$ cat src/rtl/fir_pkg.sv
// Audio FIR shared types
package fir_pkg;

    // Width of the Wishbone data bus.
    // It also sets the coefficient width.
    localparam int WB_DATA_W = 16;

    // Fraction bits of a Q2.14 coefficient.
    localparam int COEFF_FRAC = 14;

    // Default filter length.
    localparam int DEFAULT_TAPS = 16;

    // Default clock cycles between sample ticks.
    localparam int DEFAULT_SAMPLE_DIV = 64;

    // Signed 16-bit audio sample.
    typedef logic signed [15:0] sample_t;

    // Signed Q2.14 coefficient, as seen on the bus.
    typedef logic signed [WB_DATA_W-1:0] coeff_t;

    // Accumulator with headroom for 16 guard taps.
    typedef logic signed [35:0] acc_t;

endpackage

$ cat src/rtl/sample_strobe.sv
// Audio sample tick generator
module sample_strobe #(
    parameter int SAMPLE_DIV = fir_pkg::DEFAULT_SAMPLE_DIV
) (
    input  logic clk,
    input  logic rst,
    output logic sample_tick
);

    // Down-counter wide enough for the reload value.
    localparam int CNT_W = $clog2(SAMPLE_DIV);
    localparam logic [CNT_W-1:0] RELOAD = CNT_W'(SAMPLE_DIV - 1);

    logic [CNT_W-1:0] cnt;

    // Tick is registered in the cycle the counter wraps.
    // The first one lands SAMPLE_DIV cycles after reset.
    always_ff @(posedge clk or posedge rst) begin
        if (rst) begin
            cnt         <= RELOAD;
            sample_tick <= 1'b0;
        end else begin
            if (cnt == '0) begin
                cnt         <= RELOAD;
                sample_tick <= 1'b1;
            end else begin
                cnt         <= cnt - 1'b1;
                sample_tick <= 1'b0;
            end
        end
    end

endmodule

$ cat src/rtl/coeff_memory.sv
// Coefficient memory with Wishbone port
module coeff_memory #(
    parameter int NUM_TAPS = fir_pkg::DEFAULT_TAPS
) (
    input  logic                   clk,
    input  logic                   rst,
    input  logic                   wb_cyc,
    input  logic                   wb_stb,
    input  logic                   wb_we,
    input  logic [$clog2(NUM_TAPS):0] wb_adr,
    input  fir_pkg::coeff_t        wb_dat_w,
    output fir_pkg::coeff_t        wb_dat_r,
    output logic                   wb_ack,
    input  logic [$clog2(NUM_TAPS):0] tap_index,
    output fir_pkg::coeff_t        tap_coeff
);

    // One extra address bit so addresses past the last tap decode as out of range.
    localparam int IDX_W = $clog2(NUM_TAPS);
    localparam int ADDR_W = IDX_W + 1;
    localparam logic [ADDR_W-1:0] TAP_LIMIT = ADDR_W'(NUM_TAPS);

    fir_pkg::coeff_t mem [NUM_TAPS];

    logic bus_req;
    logic adr_ok;
    logic tap_ok;

    // New request: strobe seen while no acknowledge is pending.
    assign bus_req = wb_cyc && wb_stb && !wb_ack;
    assign adr_ok  = wb_adr < TAP_LIMIT;
    assign tap_ok  = tap_index < TAP_LIMIT;

    // Single-cycle acknowledge, never stalls.
    // Writes land on the same edge as the acknowledge.
    always_ff @(posedge clk or posedge rst) begin
        if (rst) begin
            wb_ack <= 1'b0;
            mem    <= '{default: '0};
        end else begin
            wb_ack <= bus_req;
            if (bus_req && wb_we && adr_ok) begin
                mem[wb_adr[IDX_W-1:0]] <= wb_dat_w;
            end
        end
    end

    // Read data is valid during the acknowledge cycle.
    // Out of range reads give zero.
    always_ff @(posedge clk) begin
        if (bus_req && !wb_we) begin
            wb_dat_r <= adr_ok ? mem[wb_adr[IDX_W-1:0]] : '0;
        end
    end

    // Filter side read port, independent of bus traffic.
    assign tap_coeff = tap_ok ? mem[tap_index[IDX_W-1:0]] : '0;

endmodule

$ cat src/rtl/stereo_fir_core.sv
// Stereo time-multiplexed FIR core
module stereo_fir_core #(
    parameter int NUM_TAPS = fir_pkg::DEFAULT_TAPS
) (
    input  logic                   clk,
    input  logic                   rst,
    input  logic                   sample_tick,
    input  fir_pkg::sample_t       l_in,
    input  fir_pkg::sample_t       r_in,
    output logic [$clog2(NUM_TAPS):0] tap_index,
    input  fir_pkg::coeff_t        tap_coeff,
    output fir_pkg::sample_t       l_out,
    output fir_pkg::sample_t       r_out,
    output logic                   out_valid
);

    // History pointer and tap index widths.
    localparam int IDX_W = $clog2(NUM_TAPS);
    localparam int ADDR_W = IDX_W + 1;
    localparam logic [IDX_W-1:0] LAST_PTR = IDX_W'(NUM_TAPS - 1);
    localparam logic [ADDR_W-1:0] LAST_TAP = ADDR_W'(NUM_TAPS - 1);

    // Accumulator bit positions for the output window.
    localparam int ACC_HI = $bits(fir_pkg::acc_t) - 1;
    localparam int SAT_HI = fir_pkg::COEFF_FRAC + $bits(fir_pkg::sample_t) - 1;

    // Sequencer stages.
    localparam logic [1:0] ST_IDLE  = 2'd0;
    localparam logic [1:0] ST_MAC   = 2'd1;
    localparam logic [1:0] ST_FLUSH = 2'd2;
    localparam logic [1:0] ST_DONE  = 2'd3;

    // Circular history, one slot per tap.
    fir_pkg::sample_t hist_l [NUM_TAPS];
    fir_pkg::sample_t hist_r [NUM_TAPS];

    logic [IDX_W-1:0]  wr_ptr;
    logic [IDX_W-1:0]  rd_ptr;
    logic [ADDR_W-1:0] tap_cnt;
    logic [1:0]        stage;
    logic              phase;
    fir_pkg::coeff_t   coeff_r;
    logic signed [31:0] prod_l;
    logic signed [31:0] prod_r;
    fir_pkg::acc_t     acc_l;
    fir_pkg::acc_t     acc_r;

    // Pointer steps with wrap at the history depth.
    function automatic logic [IDX_W-1:0] ptr_next(input logic [IDX_W-1:0] p);
        return (p == LAST_PTR) ? '0 : p + 1'b1;
    endfunction

    function automatic logic [IDX_W-1:0] ptr_prev(input logic [IDX_W-1:0] p);
        return (p == '0) ? LAST_PTR : p - 1'b1;
    endfunction

    // Sign extension of a product into the accumulator.
    function automatic fir_pkg::acc_t ext(input logic signed [31:0] p);
        return {{(ACC_HI - 31){p[31]}}, p};
    endfunction

    // Keep the Q2.14 scaled window if the guard bits agree, else clamp.
    function automatic fir_pkg::sample_t sat(input fir_pkg::acc_t a);
        if (a[ACC_HI:SAT_HI] == {(ACC_HI - SAT_HI + 1){a[SAT_HI]}}) begin
            return a[SAT_HI:fir_pkg::COEFF_FRAC];
        end
        return {a[ACC_HI], {(SAT_HI - fir_pkg::COEFF_FRAC){~a[ACC_HI]}}};
    endfunction

    // Tap counter addresses the coefficient memory directly.
    assign tap_index = tap_cnt;

    always_ff @(posedge clk or posedge rst) begin
        if (rst) begin
            hist_l    <= '{default: '0};
            hist_r    <= '{default: '0};
            wr_ptr    <= '0;
            rd_ptr    <= '0;
            tap_cnt   <= '0;
            stage     <= ST_IDLE;
            phase     <= 1'b0;
            coeff_r   <= '0;
            prod_l    <= '0;
            prod_r    <= '0;
            acc_l     <= '0;
            acc_r     <= '0;
            l_out     <= '0;
            r_out     <= '0;
            out_valid <= 1'b0;
        end else begin
            out_valid <= 1'b0;
            if (sample_tick) begin
                // Store the new pair and restart from the newest slot.
                hist_l[wr_ptr] <= l_in;
                hist_r[wr_ptr] <= r_in;
                rd_ptr  <= wr_ptr;
                wr_ptr  <= ptr_next(wr_ptr);
                tap_cnt <= '0;
                phase   <= 1'b0;
                stage   <= ST_MAC;
                prod_l  <= '0;
                prod_r  <= '0;
                acc_l   <= '0;
                acc_r   <= '0;
            end else begin
                case (stage)
                    ST_MAC: begin
                        if (!phase) begin
                            // Fetch phase.
                            coeff_r <= tap_coeff;
                            phase   <= 1'b1;
                        end else begin
                            // Multiply phase, previous product goes into the sum.
                            prod_l <= hist_l[rd_ptr] * coeff_r;
                            prod_r <= hist_r[rd_ptr] * coeff_r;
                            acc_l  <= acc_l + ext(prod_l);
                            acc_r  <= acc_r + ext(prod_r);
                            rd_ptr <= ptr_prev(rd_ptr);
                            phase  <= 1'b0;
                            if (tap_cnt == LAST_TAP) begin
                                stage <= ST_FLUSH;
                            end else begin
                                tap_cnt <= tap_cnt + 1'b1;
                            end
                        end
                    end
                    ST_FLUSH: begin
                        // Last product still in flight.
                        acc_l <= acc_l + ext(prod_l);
                        acc_r <= acc_r + ext(prod_r);
                        stage <= ST_DONE;
                    end
                    ST_DONE: begin
                        l_out     <= sat(acc_l);
                        r_out     <= sat(acc_r);
                        out_valid <= 1'b1;
                        stage     <= ST_IDLE;
                    end
                    default: begin
                        stage <= ST_IDLE;
                    end
                endcase
            end
        end
    end

endmodule

$ cat src/rtl/audio_fir_top.sv
// Stereo audio FIR subsystem
module audio_fir_top #(
    parameter int NUM_TAPS   = fir_pkg::DEFAULT_TAPS,
    parameter int SAMPLE_DIV = fir_pkg::DEFAULT_SAMPLE_DIV
) (
    input  logic                   clk,
    input  logic                   rst,
    input  logic                   wb_cyc,
    input  logic                   wb_stb,
    input  logic                   wb_we,
    input  logic [$clog2(NUM_TAPS):0] wb_adr,
    input  fir_pkg::coeff_t        wb_dat_w,
    output fir_pkg::coeff_t        wb_dat_r,
    output logic                   wb_ack,
    input  fir_pkg::sample_t       l_in,
    input  fir_pkg::sample_t       r_in,
    output logic                   sample_tick,
    output fir_pkg::sample_t       l_out,
    output fir_pkg::sample_t       r_out,
    output logic                   out_valid
);

    // Tap address carries one spare bit for range decoding.
    localparam int ADDR_W = $clog2(NUM_TAPS) + 1;

    logic [ADDR_W-1:0] tap_index;
    fir_pkg::coeff_t   tap_coeff;

    // Audio rate.
    sample_strobe #(
        .SAMPLE_DIV (SAMPLE_DIV)
    ) strobe_i (
        .clk         (clk),
        .rst         (rst),
        .sample_tick (sample_tick)
    );

    // Host-visible coefficients.
    coeff_memory #(
        .NUM_TAPS (NUM_TAPS)
    ) coeff_mem_i (
        .clk       (clk),
        .rst       (rst),
        .wb_cyc    (wb_cyc),
        .wb_stb    (wb_stb),
        .wb_we     (wb_we),
        .wb_adr    (wb_adr),
        .wb_dat_w  (wb_dat_w),
        .wb_dat_r  (wb_dat_r),
        .wb_ack    (wb_ack),
        .tap_index (tap_index),
        .tap_coeff (tap_coeff)
    );

    // Filter datapath.
    stereo_fir_core #(
        .NUM_TAPS (NUM_TAPS)
    ) fir_core_i (
        .clk         (clk),
        .rst         (rst),
        .sample_tick (sample_tick),
        .l_in        (l_in),
        .r_in        (r_in),
        .tap_index   (tap_index),
        .tap_coeff   (tap_coeff),
        .l_out       (l_out),
        .r_out       (r_out),
        .out_valid   (out_valid)
    );

endmodule

$ cat config.mk
export PLATFORM = sky130hd
export DESIGN_NAME = audio_fir_top
export DESIGN_NICKNAME = d
export VERILOG_FILES = /design/src/rtl/fir_pkg.sv /design/src/rtl/sample_strobe.sv /design/src/rtl/coeff_memory.sv /design/src/rtl/stereo_fir_core.sv /design/src/rtl/audio_fir_top.sv
export SDC_FILE = /design/constraint.sdc
export NUM_CORES = 2
export LEC_CHECK = 0
export ABC_AREA = 1
export BUFFER_PORTS_ARGS = -buffer_cell sky130_fd_sc_hd__clkbuf_2
export CAP_MARGIN = 10
export CORE_MARGIN = 2
export CORE_UTILIZATION = 61
export CTS_BUF_LIST = sky130_fd_sc_hd__clkbuf_2 sky130_fd_sc_hd__clkbuf_4 sky130_fd_sc_hd__clkbuf_8
export DETAILED_ROUTE_END_ITERATION = 6
export GPL_TIMING_DRIVEN = 0
export PLACE_DENSITY = 0.87
export SLEW_MARGIN = 10
export SYNTH_ARGS = -nofsm -noshare
export SYNTH_HDL_FRONTEND = slang
export SYNTH_SLANG_ARGS = --single-unit
$ cat constraint.sdc
create_clock -name clk -period 60 [get_ports clk]
set_clock_uncertainty 0.1 [all_clocks]
set_input_delay 3 -clock clk [delete_from_list [all_inputs] [get_ports clk]]
set_output_delay 3 -clock clk [all_outputs]
set_load 0.05 [all_outputs]
# Word-level counts from Yosys, hierarchy flattened
# Index checks and enable logic that the tools add are counted.
# totals
inputBits	58
reg_bits	993
out_inout_bits	51
word_cells	181
# op_classes
n_eq_ne	10
multipliers	2
addsub	6
mux	62
order_cmp	8
n_reduce_logical	20
bitwise	8
# op_table
op	count
$bwmux 256	3
$bmux 16 s4	4
$mux 16	15
$mux 32	6
$mux 36	4
$pmux 36 s2	2
$demux 16 s4	2
$add 36x32->36	2
$mul 16x16->32	2
$ge 5x5->1 const B	4
$mux 4	5
$mux 5	4
$not 4->5	4
$eq 6x6->1	2
$mux 1	12
$lt 5x1->1 const B	2
$lt 5x5->1 const B	2
$reduce_and 2->1	4
$logic_and 1x1->1	7
$logic_not 6->1	1
$mux 2	3
$mux 6	1
$ne 3x2->1 const B	2
$reduce_and 3->1	2
other kinds (15)	21

# Depth between registers and ports, before layout
# depth
word_depth	8
ltp_mapped	36
mapped_depth_nobuf	34

# Modules after synthesis
# Synthesis repeated with hierarchy kept, for this count alone.
# hier_totals
cells_unflattened	9458
hier_area_um2	72032.8
# modules_own_cells
module	seq_area_each_um2	area_per_inst_um2	cells_each	n_inst
stereo_fir_core	17842.1	56238.9	7142	1
coeff_memory	6911.6	15442.3	2277	1
sample_strobe	182.7	351.6	39	1

# Worst setup path before layout
# No wires, ideal clock.
# synth_timing
kind	register to register
start	reg fir_core_i.rd_ptr[0]
end	reg fir_core_i.prod_r[27]
setup_time_ns	0.118
period_less_slack_ns	6.387
path_buffers	3
arrival_time_ns	6.169
stages_incl_launch_ff	31
required_ns	59.782
setup_slack_ns	53.613
path_cell_list	dfrtp_1 -> buf_6 -> buf_8 -> buf_6 -> a21oi_1 -> o21ai_1 -> nand3_1 -> o211ai_1 -> nand2_1 -> inv_2 -> nor2_1 -> inv_1 -> fa_1 -> inv_1 -> fa_1 -> fa_1 -> fa_1 -> fa_1 -> inv_1 -> fa_1 -> inv_1 -> ha_1 -> nand2_1 -> nor2_1 -> inv_1 -> nor3_1 -> nand3_1 -> nand3_1 -> nand2_1 -> nand3_1 -> nand2_1
# synth_via
elab_chain_len	8
# synth_lines
element	line	rtl
from (decl)	stereo_fir_core.sv:38	logic [IDX_W-1:0] rd_ptr;
from (signal assigned)	stereo_fir_core.sv:96	rd_ptr <= wr_ptr;
from (signal assigned)	stereo_fir_core.sv:118	rd_ptr <= ptr_prev(rd_ptr);
$not 4->5 (implied by the code)	stereo_fir_core.sv:115	prod_r <= hist_r[rd_ptr] * coeff_r;
$bmux 16 s4	stereo_fir_core.sv:115	
$mux 16 (implied by the code) (2 in a row)	stereo_fir_core.sv:115	
$mul 16x16->32	stereo_fir_core.sv:115	
$mux 32	stereo_fir_core.sv:108	if (!phase) begin
$mux 32	stereo_fir_core.sv:106	case (stage)
$mux 32	stereo_fir_core.sv:92	if (sample_tick) begin
to (signal assigned)	stereo_fir_core.sv:115	
to (decl)	stereo_fir_core.sv:44	logic signed [31:0] prod_r;
# No other way between the ends. The select of a mux whose other input is x is not followed.
# A chain may end at the register's enable or synchronous reset.

# Final worst setup path
# layout_timing
start	reg fir_core_i.rd_ptr[1]
end	reg fir_core_i.prod_l[24]
# layout_via
elab_chain_len	8
# layout_lines
element	line	rtl
$not 4->5 (implied by the code)	stereo_fir_core.sv:114	prod_l <= hist_l[rd_ptr] * coeff_r;
$bmux 16 s4	stereo_fir_core.sv:114	
$mux 16 (implied by the code) (2 in a row)	stereo_fir_core.sv:114	
$mul 16x16->32	stereo_fir_core.sv:114	
$mux 32	stereo_fir_core.sv:108	
$mux 32	stereo_fir_core.sv:106	
$mux 32	stereo_fir_core.sv:92	
to (signal assigned)	stereo_fir_core.sv:114	
to (decl)	stereo_fir_core.sv:43	logic signed [31:0] prod_l;
# No other way between the ends. The select of a mux whose other input is x is not followed.

==> out/results.ini <==
[run_status]
run_status = finished with violations
violations = DRC, capacitance limit, slew limit

[finish]
multi_input_comb_area_mm2 = 0.03864
layout-area-overhead-vs-synth_pct = 9.217
layout-drive-gt1-share_pct = 7.020
filler_cell_count = 9850
regArea_mm2 = 0.02494
post_layout_nonfiller_instances = 10810
final_net_count = 9978

[worst_hold_path]
min_delay_path_class = reg2reg
min_from = strobe_i.cnt[0]$_DFF_PP1_
worstHoldEndpoint = strobe_i.cnt[0]$_DFF_PP1_
holdPathStages = 1

[setup_path]
critical_path_class = reg2reg
rr_worst_depth = 28
worst-r2r-setup-slack_ps = 51520
r2r-end = fir_core_i.prod_l[24]$_DFFE_PP0P_
critical_path_arrival_ps = 9190
timing.critical_path.to_type = register
cpPeakStageDelay_ps = 940
cp_slowest_cell = sky130_fd_sc_hd__fa_1
critical_path.reg2reg.startpoint = fir_core_i.rd_ptr[1]$_DFFE_PP0P_
crit_path_start_kind = register
cp_data_required_time_ps = 60710
crit_top_cell = sky130_fd_sc_hd__fa_1
worst-path-max-fanout = 10

[global_route]
grt_busiest_layer = met2
grt_util_met2_pct = 70.73
first_global_vias = 67710
grt_util_all_layers_pct = 47.39
grt_max_degree = 118
groute.layer.met1.usage_pct = 56.88
groute.layer.met3.usage_pct = 17.37
initial_antenna_violation_count = 18
globalRouteOverflowTotal = 0
wire_length_of_the_first_global_routing_pass_mm = 411.6

[clock_tree]
holdBufCountCts = 0
postCtsSetupRepairBufs = 0
htree_levels = 4
clockRootBuffer = sky130_fd_sc_hd__clkbuf_8
clkSlewWorstSetupHoldPaths_ps = 60
cts_repair_resized_insts = 0
tritoncts.num_buffers = 168
clk_path_buf_depth = 3
clock_insertion_delay_worst_skew_ps = 960
cts_tree = done
cts.sink_count = 993

[sta]
worst-slew-pin-transition_ps = 1578
finalSetupViolations = 0
grt_setup_unrepaired = no
setup_tns_ps = 0
final_hold_viol_count = 0
timing.fmax_mhz = 117.9
report.final.slew_viol_count = 11
timing.final.crit_share_pct = 14.14
max_slew_margin_pct = -5.207
timing.final.crit_period_ps = 8482

[floorplan]
die_h_um = 342.7
die_w_um = 342.7
die_area_mm2 = 0.1174
fp-row-count = 124
ioPinCount = 109
start_util_pct = 61.36
design.core.area_mm2 = 0.1140

[synth]
synth_top_area_cell = sky130_fd_sc_hd__dfrtp_1
synth_edf_count = 16
synth_compound_area_share_pct = 15.52
ys_ff_latch = 993
synth_top_family_by_area = simple AND/OR/NAND/NOR gates
synth_async_sr_flop_share_pct = 98.39
synth_top_cells_by_area = sky130_fd_sc_hd__dfrtp_1 35%, sky130_fd_sc_hd__fa_1 15%, sky130_fd_sc_hd__nand2_1 11%, sky130_fd_sc_hd__o21ai_0 8.6%, sky130_fd_sc_hd__inv_1 5.7%
syn_area_mm2 = 0.06997
seq_area_frac_synth_pct = 35.64
yosys_warnings = 0
net_count_after_synthesis = 9689
synthesis.instances = 8858
synth_cell_type_count = 48
synth.top_cell.area_share_pct = 34.73
synth_simple_gate_area_share_pct = 19.82
post_synth_mux_area_share_pct = 0
post_synth.cell_area_avg_um2 = 7.899
synth_adder_area_share_pct = 19.47
synth_xor_area_share_pct = 0.4006
synthFlopType = sky130_fd_sc_hd__dfrtp_1

[placed_design]
buffer_ports.inserted = 107
routability_driven_placement_congestion_ratio = 1.034
post-place-cells = 10490
detailed_place_hpwl_mm = 203.4

[pwr]
power.ir.vdd_worst_v = 0.00002063
power_per_cell_area_mw_per_mm2 = 30.44
p_leak_uw = 0.03781

[drt]
drc = 55
drt_first_pass_iters = 7
final_antenna_net_count = 0
post_drt_wl_per_cell_um = 25.64
routed_wirelength_mm = 277.2
routed_via_density = 6.331
drt-initial-drc-count = 9069
via_count = 68430

[job]
timing.max_cap.violations = 1

-- Yosys cell counts (all sizes together) (10+ instances only) --
master and count:
a21oi 308, a22o 10, a22oi 129, buf 146
clkbuf 338, dfrtp 971, edfxtp 16, fa 526
ha 247, inv 1105, nand2 2166, nand3 277
nand3b 16, nand4 33, nor2 963, nor3 36
o211ai 64, o21ai 1241, o21bai 21, o221ai 91
o22ai 60, xnor2 12, xor2 20
-- per-layer routing --
layer | wire length, um | vias to the layer above
met5 | 138 | -
met4 | 24540 | 14
met3 | 37400 | 1541
met2 | 119400 | 5180
met1 | 95690 | 32680
li1 | - | 29020
-- how the worst max path moves through the flow --
stage               slack (ps)  depth (start not counted)                                 to                        startpoint
floorplan                29430                          1     coeff_mem_i.mem[0]$_DFFE_PP0P_                               rst
global placement         19130                          2   coeff_mem_i.mem[201]$_DFFE_PP0P_                               rst
detailed placement       51870                         28  fir_core_i.prod_l[24]$_DFFE_PP0P_  fir_core_i.rd_ptr[0]$_DFFE_PP0P_
CTS                      51830                         28  fir_core_i.prod_l[24]$_DFFE_PP0P_  fir_core_i.rd_ptr[0]$_DFFE_PP0P_
global route             51250                         28  fir_core_i.prod_l[24]$_DFFE_PP0P_  fir_core_i.rd_ptr[0]$_DFFE_PP0P_
finish                   51520                         28  fir_core_i.prod_l[24]$_DFFE_PP0P_  fir_core_i.rd_ptr[1]$_DFFE_PP0P_
-- critical path, delay by kind of cell (launching register included) --
family                   cells  cell delay [ps]
buffers and inverters        8             1590
adder cells (fa/ha/maj)      7             3900
AO/OA/AOI/OAI                3              580
flip-flops                   1              370
AND/OR/NAND/NOR             10             1810
-- kinds of logic (layout without fill, tap and decap cells) --
group | count (synthesis) | in the layout
AND/OR/NAND/NOR | 3508 | 3508
adder cells (fa/ha/maj) | 773 | 773
other | 0 | 24
flip-flops | 993 | 993
XOR/XNOR | 32 | 32
AO/OA/AOI/OAI | 1955 | 1955
buffers and inverters | 1597 | 2012
-- stage by stage --
step	hold slack [ps]	area, um^2	power [uW]	setup slack (ps)	util, %
3_3_place_gp	338.8	72390	1626	19130	63.48
6_report	353.9	76420	2326	51520	67.01
2_1_floorplan	329.4	69970	1407	29430	-
4_1_cts	357.6	76350	2308	51830	66.96
3_5_place_dp	342.7	72710	1646	51870	63.76
5_1_grt	386.6	76360	2466	51250	66.96
-- registers in the layout, indices dropped and copies added, names as in the netlist --
register,count
coeff_mem_i.mem,256
fir_core_i.hist_l,256
fir_core_i.hist_r,256
fir_core_i.acc_l,36
fir_core_i.acc_r,36
fir_core_i.prod_l,32
fir_core_i.prod_r,32
coeff_mem_i.wb_dat_r,16
fir_core_i.coeff_r,16
fir_core_i.l_out,16
fir_core_i.r_out,16
strobe_i.cnt,6
fir_core_i.tap_index,5
fir_core_i.rd_ptr,4
fir_core_i.wr_ptr,4
fir_core_i.stage,2
coeff_mem_i.wb_ack,1
fir_core_i.out_valid,1
fir_core_i.phase,1
strobe_i.sample_tick,1
-- final cells by class --
type / instances / share of cell area (%)
Tap cell: 1512 / 2.476
Inverter: 1113 / 5.484
Clock inverter: 54 / 0.6942
Multi-Input combinational cell: 6268 / 50.56
Sequential cell: 993 / 32.63
Antenna cell: 24 / 0.07859
Timing Repair Buffer: 119 / 1.090
Clock buffer: 242 / 4.072
Buffer: 484 / 2.913
-- power by group --
part / internal (uW) / switching, uW
combinational: 271 / 581
sequential: 740 / 63.1
clock: 359 / 312
total: 1370 / 956
-- cells in the final DEF (no fill, tap or decap), types with 60 or more instances in the layout --
master,synthesis,final
sky130_fd_sc_hd__ha_1,247,247
sky130_fd_sc_hd__inv_1,1069,1068
sky130_fd_sc_hd__clkbuf_2,0,108
sky130_fd_sc_hd__clkbuf_8,0,207
sky130_fd_sc_hd__nand2_1,2141,2141
sky130_fd_sc_hd__a21oi_1,308,308
sky130_fd_sc_hd__buf_2,80,80
sky130_fd_sc_hd__nor2_1,944,941
sky130_fd_sc_hd__nand3_1,277,277
sky130_fd_sc_hd__o21ai_0,1205,1205
sky130_fd_sc_hd__o22ai_1,60,60
sky130_fd_sc_hd__clkbuf_1,338,338
sky130_fd_sc_hd__dfrtp_1,971,971
sky130_fd_sc_hd__a22oi_1,129,129
sky130_fd_sc_hd__fa_1,526,526
sky130_fd_sc_hd__o221ai_1,91,91
sky130_fd_sc_hd__o211ai_1,63,63
Power figures use the tool's default switching activity.
